## src/logic/safe_pkg.sv

```systemverilog
/*
 * Shared widths, request and response structs, mode and pair encodings,
 * fault record and register offsets for the redundancy bus wrapper
 */
package safe_pkg;

    localparam int NHARTS = 3;
    localparam int ADDR_W = 32;
    localparam int DATA_W = 32;
    localparam int BE_W   = 4;

    typedef struct packed {
        logic              req;
        logic [ADDR_W-1:0] addr;
    } instr_req_t;

    typedef struct packed {
        logic              req;
        logic              we;
        logic [BE_W-1:0]   be;
        logic [ADDR_W-1:0] addr;
        logic [DATA_W-1:0] wdata;
    } data_req_t;

    typedef struct packed {
        logic              gnt;
        logic              rvalid;
        logic [DATA_W-1:0] rdata;
    } bus_rsp_t;

    // Encoding 3 falls back to split
    typedef enum logic [1:0] {
        MODE_SPLIT  = 2'd0,
        MODE_TRIPLE = 2'd1,
        MODE_DUAL   = 2'd2
    } mode_e;

    // Encoding 3 falls back to PAIR_01
    typedef enum logic [1:0] {
        PAIR_01 = 2'd0,
        PAIR_12 = 2'd1,
        PAIR_02 = 2'd2
    } pair_e;

    typedef struct packed {
        logic                   vote;
        logic                   cmp;
        logic [NHARTS-1:0]      mask;
    } fault_t;

    localparam logic [ADDR_W-1:0] CSR_CTRL   = 32'h0;
    localparam logic [ADDR_W-1:0] CSR_STATUS = 32'h4;
    localparam logic [ADDR_W-1:0] CSR_COUNT  = 32'h8;

endpackage
```

## src/logic/csr_bus_if.sv

```systemverilog
/*
 * Register bus between the top level and the control/status block,
 * req/gnt handshake with a one-cycle rvalid response
 */
`timescale 1ns/1ps

interface csr_bus_if;
    import safe_pkg::*;

    // Request side
    logic              req;
    logic              we;
    logic [ADDR_W-1:0] addr;
    logic [DATA_W-1:0] wdata;

    // Response side
    logic              gnt;
    logic              rvalid;
    logic [DATA_W-1:0] rdata;

    modport master (
        output req, we, addr, wdata,
        input  gnt, rvalid, rdata
    );

    modport slave (
        input  req, we, addr, wdata,
        output gnt, rvalid, rdata
    );

endinterface

```

## src/logic/safe_bus_wrapper.sv

```systemverilog
/*
 * Top level of the redundancy bus wrapper: instruction and data channel
 * muxes plus the control/status register block
 */
`timescale 1ns/1ps

module safe_bus_wrapper #(
    parameter safe_pkg::mode_e RESET_MODE = safe_pkg::MODE_SPLIT
) (
    input  logic clk_i,
    input  logic reset_i,

    // Hart instruction buses
    input  logic [safe_pkg::NHARTS-1:0]                      hart_instr_req_i,
    input  logic [safe_pkg::NHARTS-1:0][safe_pkg::ADDR_W-1:0] hart_instr_addr_i,
    output logic [safe_pkg::NHARTS-1:0]                      hart_instr_gnt_o,
    output logic [safe_pkg::NHARTS-1:0]                      hart_instr_rvalid_o,
    output logic [safe_pkg::NHARTS-1:0][safe_pkg::DATA_W-1:0] hart_instr_rdata_o,

    // Memory instruction ports
    output logic [safe_pkg::NHARTS-1:0]                      mem_instr_req_o,
    output logic [safe_pkg::NHARTS-1:0][safe_pkg::ADDR_W-1:0] mem_instr_addr_o,
    input  logic [safe_pkg::NHARTS-1:0]                      mem_instr_gnt_i,
    input  logic [safe_pkg::NHARTS-1:0]                      mem_instr_rvalid_i,
    input  logic [safe_pkg::NHARTS-1:0][safe_pkg::DATA_W-1:0] mem_instr_rdata_i,

    // Hart data buses
    input  logic [safe_pkg::NHARTS-1:0]                      hart_data_req_i,
    input  logic [safe_pkg::NHARTS-1:0]                      hart_data_we_i,
    input  logic [safe_pkg::NHARTS-1:0][safe_pkg::BE_W-1:0]   hart_data_be_i,
    input  logic [safe_pkg::NHARTS-1:0][safe_pkg::ADDR_W-1:0] hart_data_addr_i,
    input  logic [safe_pkg::NHARTS-1:0][safe_pkg::DATA_W-1:0] hart_data_wdata_i,
    output logic [safe_pkg::NHARTS-1:0]                      hart_data_gnt_o,
    output logic [safe_pkg::NHARTS-1:0]                      hart_data_rvalid_o,
    output logic [safe_pkg::NHARTS-1:0][safe_pkg::DATA_W-1:0] hart_data_rdata_o,

    // Memory data ports
    output logic [safe_pkg::NHARTS-1:0]                      mem_data_req_o,
    output logic [safe_pkg::NHARTS-1:0]                      mem_data_we_o,
    output logic [safe_pkg::NHARTS-1:0][safe_pkg::BE_W-1:0]   mem_data_be_o,
    output logic [safe_pkg::NHARTS-1:0][safe_pkg::ADDR_W-1:0] mem_data_addr_o,
    output logic [safe_pkg::NHARTS-1:0][safe_pkg::DATA_W-1:0] mem_data_wdata_o,
    input  logic [safe_pkg::NHARTS-1:0]                      mem_data_gnt_i,
    input  logic [safe_pkg::NHARTS-1:0]                      mem_data_rvalid_i,
    input  logic [safe_pkg::NHARTS-1:0][safe_pkg::DATA_W-1:0] mem_data_rdata_i,

    // Register bus
    input  logic                        csr_req_i,
    input  logic                        csr_we_i,
    input  logic [safe_pkg::ADDR_W-1:0] csr_addr_i,
    input  logic [safe_pkg::DATA_W-1:0] csr_wdata_i,
    output logic                        csr_gnt_o,
    output logic                        csr_rvalid_o,
    output logic [safe_pkg::DATA_W-1:0] csr_rdata_o
);
    import safe_pkg::*;

    instr_req_t [NHARTS-1:0] hart_instr_req;
    instr_req_t [NHARTS-1:0] mem_instr_req;
    bus_rsp_t   [NHARTS-1:0] hart_instr_rsp;
    bus_rsp_t   [NHARTS-1:0] mem_instr_rsp;
    data_req_t  [NHARTS-1:0] hart_data_req;
    data_req_t  [NHARTS-1:0] mem_data_req;
    bus_rsp_t   [NHARTS-1:0] hart_data_rsp;
    bus_rsp_t   [NHARTS-1:0] mem_data_rsp;
    fault_t                  instr_fault;
    fault_t                  data_fault;
    mode_e                   mode;
    pair_e                   pair;

    csr_bus_if csr_bus ();

    // Pack plain ports into structs and back
    for (genvar i = 0; i < NHARTS; i++) begin : g_pack
        assign hart_instr_req[i] = '{req: hart_instr_req_i[i], addr: hart_instr_addr_i[i]};
        assign mem_instr_rsp[i]  = '{gnt:    mem_instr_gnt_i[i],
                                     rvalid: mem_instr_rvalid_i[i],
                                     rdata:  mem_instr_rdata_i[i]};
        assign hart_data_req[i]  = '{req:   hart_data_req_i[i],
                                     we:    hart_data_we_i[i],
                                     be:    hart_data_be_i[i],
                                     addr:  hart_data_addr_i[i],
                                     wdata: hart_data_wdata_i[i]};
        assign mem_data_rsp[i]   = '{gnt:    mem_data_gnt_i[i],
                                     rvalid: mem_data_rvalid_i[i],
                                     rdata:  mem_data_rdata_i[i]};

        assign mem_instr_req_o[i]     = mem_instr_req[i].req;
        assign mem_instr_addr_o[i]    = mem_instr_req[i].addr;
        assign hart_instr_gnt_o[i]    = hart_instr_rsp[i].gnt;
        assign hart_instr_rvalid_o[i] = hart_instr_rsp[i].rvalid;
        assign hart_instr_rdata_o[i]  = hart_instr_rsp[i].rdata;

        assign mem_data_req_o[i]      = mem_data_req[i].req;
        assign mem_data_we_o[i]       = mem_data_req[i].we;
        assign mem_data_be_o[i]       = mem_data_req[i].be;
        assign mem_data_addr_o[i]     = mem_data_req[i].addr;
        assign mem_data_wdata_o[i]    = mem_data_req[i].wdata;
        assign hart_data_gnt_o[i]     = hart_data_rsp[i].gnt;
        assign hart_data_rvalid_o[i]  = hart_data_rsp[i].rvalid;
        assign hart_data_rdata_o[i]   = hart_data_rsp[i].rdata;
    end

    assign csr_bus.req   = csr_req_i;
    assign csr_bus.we    = csr_we_i;
    assign csr_bus.addr  = csr_addr_i;
    assign csr_bus.wdata = csr_wdata_i;
    assign csr_gnt_o     = csr_bus.gnt;
    assign csr_rvalid_o  = csr_bus.rvalid;
    assign csr_rdata_o   = csr_bus.rdata;

    redundancy_mux #(
        .payload_t (instr_req_t)
    ) u_instr_mux (
        .hart_req_i (hart_instr_req),
        .mem_rsp_i  (mem_instr_rsp),
        .mode_i     (mode),
        .pair_i     (pair),
        .mem_req_o  (mem_instr_req),
        .hart_rsp_o (hart_instr_rsp),
        .fault_o    (instr_fault)
    );

    redundancy_mux #(
        .payload_t (data_req_t)
    ) u_data_mux (
        .hart_req_i (hart_data_req),
        .mem_rsp_i  (mem_data_rsp),
        .mode_i     (mode),
        .pair_i     (pair),
        .mem_req_o  (mem_data_req),
        .hart_rsp_o (hart_data_rsp),
        .fault_o    (data_fault)
    );

    safe_csr #(
        .RESET_MODE (RESET_MODE)
    ) u_csr (
        .clk_i         (clk_i),
        .reset_i       (reset_i),
        .bus           (csr_bus.slave),
        .instr_fault_i (instr_fault),
        .data_fault_i  (data_fault),
        .mode_o        (mode),
        .pair_o        (pair)
    );

endmodule

```

## src/logic/safe_csr.sv

```systemverilog
/*
 * Control/status registers: CTRL with mode and pair, sticky STATUS
 * with last fault mask, and a saturating fault cycle COUNT
 */
`timescale 1ns/1ps

module safe_csr #(
    parameter safe_pkg::mode_e RESET_MODE = safe_pkg::MODE_SPLIT
) (
    input  logic             clk_i,
    input  logic             reset_i,
    csr_bus_if.slave         bus,
    input  safe_pkg::fault_t instr_fault_i,
    input  safe_pkg::fault_t data_fault_i,
    output safe_pkg::mode_e  mode_o,
    output safe_pkg::pair_e  pair_o
);
    import safe_pkg::*;

    logic              vote_q;
    logic              cmp_q;
    logic [NHARTS-1:0] mask_q;
    logic [15:0]       count_q;
    logic [15:0]       count_base;
    logic              rvalid_q;
    logic [DATA_W-1:0] rdata_q;
    logic              wr_ctrl;
    logic              wr_status;
    logic              wr_count;
    logic              any_vote;
    logic              any_cmp;

    // Accesses are always accepted in the request cycle
    assign bus.gnt    = bus.req;
    assign bus.rvalid = rvalid_q;
    assign bus.rdata  = rdata_q;

    assign wr_ctrl   = bus.req && bus.we && (bus.addr == CSR_CTRL);
    assign wr_status = bus.req && bus.we && (bus.addr == CSR_STATUS);
    assign wr_count  = bus.req && bus.we && (bus.addr == CSR_COUNT);

    assign any_vote = instr_fault_i.vote | data_fault_i.vote;
    assign any_cmp  = instr_fault_i.cmp | data_fault_i.cmp;

    // A write clears first, a fault in the same cycle still counts
    assign count_base = wr_count ? 16'd0 : count_q;

    always_ff @(posedge clk_i) begin
        if (reset_i) begin
            mode_o   <= RESET_MODE;
            pair_o   <= PAIR_01;
            vote_q   <= 1'b0;
            cmp_q    <= 1'b0;
            mask_q   <= '0;
            count_q  <= '0;
            rvalid_q <= 1'b0;
        end else begin
            rvalid_q <= bus.req;
            if (wr_ctrl) begin
                mode_o <= mode_e'(bus.wdata[1:0]);
                pair_o <= pair_e'(bus.wdata[3:2]);
            end
            // New faults win over write-1-clear
            vote_q <= (vote_q & ~(wr_status & bus.wdata[0])) | any_vote;
            cmp_q  <= (cmp_q & ~(wr_status & bus.wdata[1])) | any_cmp;
            if (any_vote || any_cmp) begin
                mask_q <= instr_fault_i.mask | data_fault_i.mask;
            end
            if ((any_vote || any_cmp) && count_base != 16'hffff) begin
                count_q <= count_base + 16'd1;
            end else begin
                count_q <= count_base;
            end
        end
    end

    // Read data is sampled in the grant cycle
    always_ff @(posedge clk_i) begin
        if (bus.req) begin
            case (bus.addr)
                CSR_CTRL:   rdata_q <= {28'd0, pair_o, mode_o};
                CSR_STATUS: rdata_q <= {27'd0, mask_q, cmp_q, vote_q};
                CSR_COUNT:  rdata_q <= {16'd0, count_q};
                default:    rdata_q <= '0;
            endcase
        end
    end

endmodule

```

## src/logic/redundancy_mux.sv

```systemverilog
/*
 * Per-channel routing between three harts and three memory ports for
 * split, triple and dual modes, plus mode-qualified fault reporting
 */
`timescale 1ns/1ps

module redundancy_mux #(
    parameter type payload_t = safe_pkg::instr_req_t
) (
    input  payload_t          [safe_pkg::NHARTS-1:0] hart_req_i,
    input  safe_pkg::bus_rsp_t [safe_pkg::NHARTS-1:0] mem_rsp_i,
    input  safe_pkg::mode_e                           mode_i,
    input  safe_pkg::pair_e                           pair_i,
    output payload_t          [safe_pkg::NHARTS-1:0] mem_req_o,
    output safe_pkg::bus_rsp_t [safe_pkg::NHARTS-1:0] hart_rsp_o,
    output safe_pkg::fault_t                          fault_o
);
    import safe_pkg::*;

    payload_t          voted;
    logic [NHARTS-1:0] mismatch;
    payload_t          primary;
    payload_t          spare;
    logic [1:0]        spare_idx;
    logic [NHARTS-1:0] pair_mask;
    logic              differ;
    logic [NHARTS-1:0] req_vec;
    logic              vote_active;
    logic              cmp_active;

    majority_voter #(
        .payload_t (payload_t)
    ) u_voter (
        .hart_req_i (hart_req_i),
        .voted_o    (voted),
        .mismatch_o (mismatch)
    );

    lockstep_comparator #(
        .payload_t (payload_t)
    ) u_comparator (
        .hart_req_i  (hart_req_i),
        .pair_i      (pair_i),
        .primary_o   (primary),
        .spare_o     (spare),
        .spare_idx_o (spare_idx),
        .pair_mask_o (pair_mask),
        .differ_o    (differ)
    );

    for (genvar i = 0; i < NHARTS; i++) begin : g_req_vec
        assign req_vec[i] = hart_req_i[i].req;
    end

    always_comb begin
        // Split is also the fallback for the unused mode encoding
        mem_req_o  = hart_req_i;
        hart_rsp_o = mem_rsp_i;
        case (mode_i)
            MODE_TRIPLE: begin
                mem_req_o    = '0;
                mem_req_o[0] = voted;
                for (int i = 0; i < NHARTS; i++) begin
                    hart_rsp_o[i] = mem_rsp_i[0];
                end
            end
            MODE_DUAL: begin
                mem_req_o[0] = primary;
                mem_req_o[1] = spare;
                mem_req_o[2] = '0;
                // Pair harts share port 0, spare runs alone on port 1
                for (int i = 0; i < NHARTS; i++) begin
                    if (spare_idx == 2'(i)) begin
                        hart_rsp_o[i] = mem_rsp_i[1];
                    end else begin
                        hart_rsp_o[i] = mem_rsp_i[0];
                    end
                end
            end
            default: begin
            end
        endcase
    end

    // Only count disagreement while a compared hart is actually requesting
    assign vote_active = |req_vec;
    assign cmp_active  = |(req_vec & pair_mask);

    always_comb begin
        fault_o = '0;
        if (mode_i == MODE_TRIPLE && vote_active && |mismatch) begin
            fault_o.vote = 1'b1;
            fault_o.mask = mismatch;
        end
        if (mode_i == MODE_DUAL && cmp_active && differ) begin
            fault_o.cmp  = 1'b1;
            fault_o.mask = pair_mask;
        end
    end

endmodule

```

## src/logic/lockstep_comparator.sv

```systemverilog
/*
 * Lockstep pair selection and compare, returns the pair's first hart
 * as primary plus the spare hart's payload and index
 */
`timescale 1ns/1ps

module lockstep_comparator #(
    parameter type payload_t = safe_pkg::instr_req_t
) (
    input  payload_t [safe_pkg::NHARTS-1:0] hart_req_i,
    input  safe_pkg::pair_e                 pair_i,
    output payload_t                        primary_o,
    output payload_t                        spare_o,
    output logic [1:0]                      spare_idx_o,
    output logic [safe_pkg::NHARTS-1:0]     pair_mask_o,
    output logic                            differ_o
);
    import safe_pkg::*;

    logic [1:0] first_idx;
    logic [1:0] second_idx;
    payload_t   secondary;

    always_comb begin
        case (pair_i)
            PAIR_12: begin
                first_idx   = 2'd1;
                second_idx  = 2'd2;
                spare_idx_o = 2'd0;
            end
            PAIR_02: begin
                first_idx   = 2'd0;
                second_idx  = 2'd2;
                spare_idx_o = 2'd1;
            end
            // PAIR_01 and the unused encoding
            default: begin
                first_idx   = 2'd0;
                second_idx  = 2'd1;
                spare_idx_o = 2'd2;
            end
        endcase
    end

    assign primary_o   = hart_req_i[first_idx];
    assign secondary   = hart_req_i[second_idx];
    assign spare_o     = hart_req_i[spare_idx_o];
    assign pair_mask_o = (3'b001 << first_idx) | (3'b001 << second_idx);
    assign differ_o    = (primary_o != secondary);

endmodule

```

## src/logic/majority_voter.sv

```systemverilog
/*
 * Bitwise 2-of-3 majority vote over one request payload, with a flag
 * per hart whose payload differs from the voted result
 */
`timescale 1ns/1ps

module majority_voter #(
    parameter type payload_t = safe_pkg::instr_req_t
) (
    input  payload_t [safe_pkg::NHARTS-1:0] hart_req_i,
    output payload_t                        voted_o,
    output logic [safe_pkg::NHARTS-1:0]     mismatch_o
);
    import safe_pkg::*;

    payload_t a;
    payload_t b;
    payload_t c;

    assign a = hart_req_i[0];
    assign b = hart_req_i[1];
    assign c = hart_req_i[2];

    // Each bit takes the value held by at least two harts
    assign voted_o = (a & b) | (a & c) | (b & c);

    // A single bad hart is the only one that disagrees with the vote
    for (genvar i = 0; i < NHARTS; i++) begin : g_mismatch
        assign mismatch_o[i] = (hart_req_i[i] != voted_o);
    end

endmodule

```

## config.mk

```make
export PLATFORM = sky130hd
export DESIGN_NAME = safe_bus_wrapper
export DESIGN_NICKNAME = d
export VERILOG_FILES = /design/src/logic/safe_pkg.sv /design/src/logic/csr_bus_if.sv /design/src/logic/safe_bus_wrapper.sv /design/src/logic/safe_csr.sv /design/src/logic/redundancy_mux.sv /design/src/logic/lockstep_comparator.sv /design/src/logic/majority_voter.sv
export SDC_FILE = /design/constraint.sdc
export NUM_CORES = 1
export LEC_CHECK = 0
export BUFFER_PORTS_ARGS = -buffer_cell sky130_fd_sc_hd__buf_2
export CAP_MARGIN = 30
export CORE_AREA = 2 2 441 443
export CTS_BUF_LIST = sky130_fd_sc_hd__clkbuf_8 sky130_fd_sc_hd__clkbuf_16
export DETAILED_ROUTE_END_ITERATION = 10
export DIE_AREA = 0 0 443 445
export HOLD_SLACK_MARGIN = 0.06
export PLACE_DENSITY = 0.3
export SYNTH_ARGS = -nofsm -noshare
export SYNTH_HDL_FRONTEND = slang
export SYNTH_HIERARCHICAL = 1
export SYNTH_SLANG_ARGS = --single-unit
```

## constraint.sdc

```tcl
create_clock -name clk_i -period 4.79 [get_ports clk_i]
set_input_delay 0.479 -clock clk_i [delete_from_list [all_inputs] [get_ports clk_i]]
set_output_delay 0.479 -clock clk_i [all_outputs]
set_load 0.05 [all_outputs]
```

; ---- After elaboration in Yosys (flattened, before gate mapping)
; Cells that the tools add are included.
[word_totals]
ff_bits = 58
in_bits = 581
output_inout_bits = 547
word_cells = 112
[classes]
addsub = 1
magnitude_cmp = 3
eq_ne = 17
shifts = 2
muxes = 34
bitwise = 24
reduce_logical = 23
[op_table]
columns = op, n
row1 = $bmux 70 s2, 3
row2 = $pmux 210 s2, 1
row3 = $pmux 102 s2, 2
row4 = $ne 70x70->1, 4
row5 = $and 70x70->70, 3
row6 = $mux 70, 3
row7 = $mux 34, 6
row8 = $bmux 33 s2, 3
row9 = $pmux 99 s2, 1
row10 = $or 70x70->70, 2
row11 = $ne 33x33->1, 4
row12 = $and 33x33->33, 3
row13 = $mux 33, 3
row14 = $or 33x33->33, 2
row15 = $pmux 16 s3, 1
row16 = $eq 32x3->1 const B, 1
row17 = $eq 32x4->1 const B, 1
row18 = $logic_not 32->1, 1
row19 = $mux 16, 2
row20 = $reduce_or 3->1, 6
row21 = $add 16x1->16 const B, 1
row22 = $ne 16x16->1 const B, 1
row23 = $logic_and 1x1->1, 13
row24 = $mux 4, 2
row25 = 17 further kinds, 35

; ---- Longest topological paths before layout
[depth]
ltp_word = 14
mapped_depth = 19
mapped_depth_nobuf = 15

; ---- Modules after synthesis
; The synthesis kept the hierarchy.
[modules_own_cells]
columns = mod, n_inst, cells_per_inst, area_per_inst_um2, seq_area_each_um2
row1 = redundancy_mux (u_data_mux), 1, 744, 4972.3, 0.0
row2 = lockstep_comparator (u_data_mux.u_comparator), 1, 637, 4859.7, 0.0
row3 = majority_voter (u_data_mux.u_voter), 1, 699, 4488.1, 0.0
row4 = redundancy_mux (u_instr_mux), 1, 531, 3683.5, 0.0
row5 = lockstep_comparator (u_instr_mux.u_comparator), 1, 320, 2334.7, 0.0
row6 = safe_csr, 1, 216, 2153.3, 1001.0
row7 = majority_voter (u_instr_mux.u_voter), 1, 336, 2105.8, 0.0

; ---- Worst setup path before layout
; Ideal clock, no wire load.
[synth_path]
path_kind = reg-to-reg
from = register u_csr.pair_o[0]
to = register u_csr.count_q[14]
setup_time_ns = 0.117
arrival_time_ns = 3.438
t_required_ns = 4.673
path_slack_ns = 1.236
path_stages_with_launch = 18
n_path_buf = 5
period_less_slack_ns = 3.554
path_cell_list = dfxtp_1 inv_1 ha_1 buf_6 buf_6 buf_2 buf_2 buf_2 a31oi_1 o32ai_2 nand4_1 nand2_1 nor2_1 nor4_4 or4b_1 and4bb_1 xnor2_1 nor2_1
[synth_rtl]
columns = element, line
row1 = from (decl), safe_csr.sv:16  ; output safe_pkg::pair_e pair_o
row2 = from (signal assigned), safe_csr.sv:61  ; pair_o <= pair_e'(bus.wdata[3:2]);
row3 = to (signal assigned), safe_csr.sv:70  ; count_q <= count_base + 16'd1;
row4 = to (signal assigned), safe_csr.sv:72  ; count_q <= count_base;
row5 = to (decl), safe_csr.sv:23  ; logic [15:0] count_q;

==> run_results.csv <==
group,metric,value,unit
drt,detailroute.via_count,33620,
drt,met3WireLength,12600,um
timing,rsz_0062_raised_after_global_routing,"no",
logic_synthesis,synth-main-ff-cell,"dfxtp_1",
global_routing,gr-total-overflow,0,
timing,timing.final.hold_violations,0,
clock_network,clock_sink_count,42,
logic_synthesis,synthesis.area_per_instance,7.06,sq um
pwr,vdd_drop_max,0.000107,V
drt,detailedRoute.firstPassIterationCount,6,
placement,place.detailed.hpwl,187000,um
drt,finalWirelength,228000,um
pwr,power_per_cell_area,128,mW/mm^2
setup_path,critPathArrivalTime,4750,ps
clock_network,worstSkewPairLatency,300,ps
drt,drt-initial-drc-count,3194,
placement,gp_routability_congestion,0.970,
timing,timing_worst_slew_pin_value,1060,ps
global_routing,grt_first_pass_wirelength,297000,um
setup_path,critical_path.startpoint_type,"flop",
final_layout,final.fill_count,22215,
logic_synthesis,yosys_warnings,6,
drt,detailroute.wirelength.met2,108000,um
timing,setup-tns-final,0,ps
setup_path,setup.worst_path.class,"flop to flop",
setup_path,reg2reg_setup_slack,210,ps
die,initial_utilization,12.8,%
timing,normalized_max_slew_margin,28.7,%
drt,ant_nets,0,
logic_synthesis,synth.mux.area_fraction,14.9,%
logic_synthesis,synth_simple_gate_area_share,30.3,%
setup_path,crit_path_end_kind,"flop",
die,fp-row-count,161,
min_path,min_delay_path_depth,3,
setup_path,crit_fanout,23,
final_layout,drive_gt1_share,34.4,%
logic_synthesis,ys_seq_elements,42,
min_path,worstHoldStart,"csr_wdata_i[3]",
setup_path,timing.rr.start,"u_csr/pair_o[0]",
final_layout,final_cell_mix,"buf_2 (1083), nand2_1 (317), nor2_1 (238), a21oi_1 (194), o21ai_0 (193)",
timing,fmaxAchievable,218,MHz
drt,vias_per_cell,4.79,
logic_synthesis,post_synth_fa_ha_maj_area_fraction,0.727,%
placement,io_buffers,1083,
global_routing,antenna_found_initial,97,
logic_synthesis,synth-seq-area-share,4.07,%
die,die-area,0.197,sq mm
pwr,leakagePower,0.0141,uW
clock_network,cts_tree,"yes",
final_layout,nNetsFinal,5059,
setup_path,r2r_end,"u_csr/count_q[5]",
global_routing,maximum_number_of_pins_on_one_net_before_global_route_repair,139,
final_layout,finish.utilization,17.4,%
timing,final_min_period_over_clock_period,95.6,%
timing,maxSlewViolCount,0,
clock_network,max-clock-path-buffers,2,
min_path,whs_endpoint,"u_csr/pair_o[1]",
die,die_h,445,um
setup_path,reg2reg_depth,16,
logic_synthesis,synth_compound_area_share,33.3,%
logic_synthesis,yosys.area_share.xor_xnor,9.72,%
global_routing,track_usage,21.7,%
drt,drc,0,
final_layout,area_delta_synth_final,35.9,%
clock_network,cts_root_buf,"clkbuf_16",
clock_network,numCtsBuffers,5,
logic_synthesis,yosys.cell_types.count,93,
run_status,run_status,"finished clean",
logic_synthesis,synthesis.instances,3483,
drt,detail_route.wl_per_cell,32.5,um
die,core,0.192,sq mm
timing,final_period_minus_worst_setup_slack,4580,ps
logic_synthesis,synth-async-reset-ratio,0,%
clock_network,worst_setup_hold_path_clk_slew,70,ps
logic_synthesis,netlist_area_before_placement,0.0246,sq mm
final_layout,final_common_cell,"buf_2",
logic_synthesis,synth_top_family_by_area,"compound AO/OA/AOI/OAI gates",
timing,setup_viol_count_final,0,
run,maxCapViolCount,0,
global_routing,first_global_vias,31147,
die,die_x,443,um
logic_synthesis,synth_enable_flop_cells,16,
min_path,hold_class,"input port to flop",
die,io_pins,1128,
clock_network,clock_tree.htree_level_count,2,
setup_path,cp_data_required_time,4960,ps
drt,top_layer_used,"met5",
clock_network,postCtsHoldBufs,0,
timing,timing.clock.skew,12.0,ps
drt,met1Wirelength,101000,um
[final cells by class]
type	count	area, sq um	share of cell area, %
Clock buffer	5	125	0.374
Antenna cell	31	77.6	0.232
Multi-Input combinational cell	3084	22100	66.0
Sequential cell	42	1000	2.99
Inverter	120	450	1.35
Clock inverter	3	17.5	0.0524
Timing Repair Buffer	1214	6520	19.5
Tap cell	2526	3160	9.46
[layer usage]
metal,vias to the layer above,global-route usage [%]
met5,-,0
met4,16,5.75
met3,257,2.55
met2,1457,36.4
met1,16696,29.2
li1,15194,-
[cell families (layout without fill, tap and decap cells)]
family                   count (synthesis)  in the layout
AO/OA/AOI/OAI                         1146           1146
adder cells (fa/ha/maj)                 15             15
flip-flops                              42             42
buffers and inverters                  372           1342
XOR/XNOR                               273            273
other                                    1             47
multiplexers                           323            323
AND/OR/NAND/NOR                       1311           1311
[critical path: stages, from the launching register on]
cell and delay, ps:
dfxtp_1 420, inv_1 140, ha_4 510, buf_12 250, mux2i_1 240, xnor2_1 90
o41ai_1 650, o31ai_1 200, nor4bb_1 380, nand4_1 240, nand2_1 130, nor2_1 180
or4_1 580, nand2b_1 130, a211oi_1 60, xnor2_1 170, nor2_1 50
[stage by stage]
| stage | hold slack [ps] | worst slack [ps] | instances | area, sq um | total power, uW |
|---|---|---|---|---|---|
| after floorplan | 475 | 1240 | 3498 | 24700 | 2220 |
| after global routing | 438 | 27.7 | 7005 | 33400 | 4420 |
| after global placement | 515 | 103 | 6986 | 33200 | 3870 |
| after detailed placement | 516 | 143 | 6986 | 33200 | 3870 |
| after CTS | 402 | 115 | 6994 | 33300 | 4240 |
| final | 416 | 208 | 7025 | 33400 | 4260 |
[what timing repair did]
action | 4_1_cts | 5_1_grt
endpoints found under the setup margin | 0 | 9
gates resized for setup | 0 | 1
buffers inserted | 0 | 0
[registers in the layout, indices dropped and copies added, names as in the netlist]
name,cells
u_csr/pair_o,2
u_csr/bus.rdata,16
u_csr/bus.rvalid,1
u_csr/count_q,16
u_csr/cmp_q,1
u_csr/vote_q,1
u_csr/mode_o,2
u_csr/mask_q,3
[synth_stat cells, types with 70 or more instances]
master	instances	area share [%]
o21a_1	97	3.0
nand3b_1	74	2.3
nand4_1	70	1.8
and2_1	106	2.7
a22oi_1	174	5.3
xnor2_1	153	5.4
xor2_1	120	4.3
and3b_1	81	2.9
inv_1	117	1.8
a21oi_1	194	3.9
nand2_1	317	4.8
mux2i_1	158	6.4
nor4_1	99	2.5
clkbuf_1	107	1.6
a22o_1	172	6.1
buf_2	87	1.8
o21ai_0	193	3.9
o22ai_1	160	4.1
nor2_1	239	3.6
nor3b_1	108	3.3
mux2_2	105	4.8
[report_power, final]
part,internal (uW),switching (uW)
clock,192,164
sequential,377,1.96
combinational,972,2560
[worst max path at each step]
| stage | slack, ps | end | startpoint | cells after the start |
|---|---|---|---|---|
| floorplan | 1240 | u_csr/count_q[14] | u_csr/pair_o[0] | 17 |
| global placement | 100 | u_csr/count_q[5] | u_csr/pair_o[0] | 16 |
| detailed placement | 140 | u_csr/count_q[5] | u_csr/pair_o[0] | 16 |
| CTS | 120 | u_csr/count_q[5] | u_csr/pair_o[0] | 16 |
| global route | 30 | u_csr/count_q[8] | u_csr/pair_o[1] | 16 |
| finish | 210 | u_csr/count_q[5] | u_csr/pair_o[0] | 16 |
Note: power is estimated with default switching activity, not from simulation.
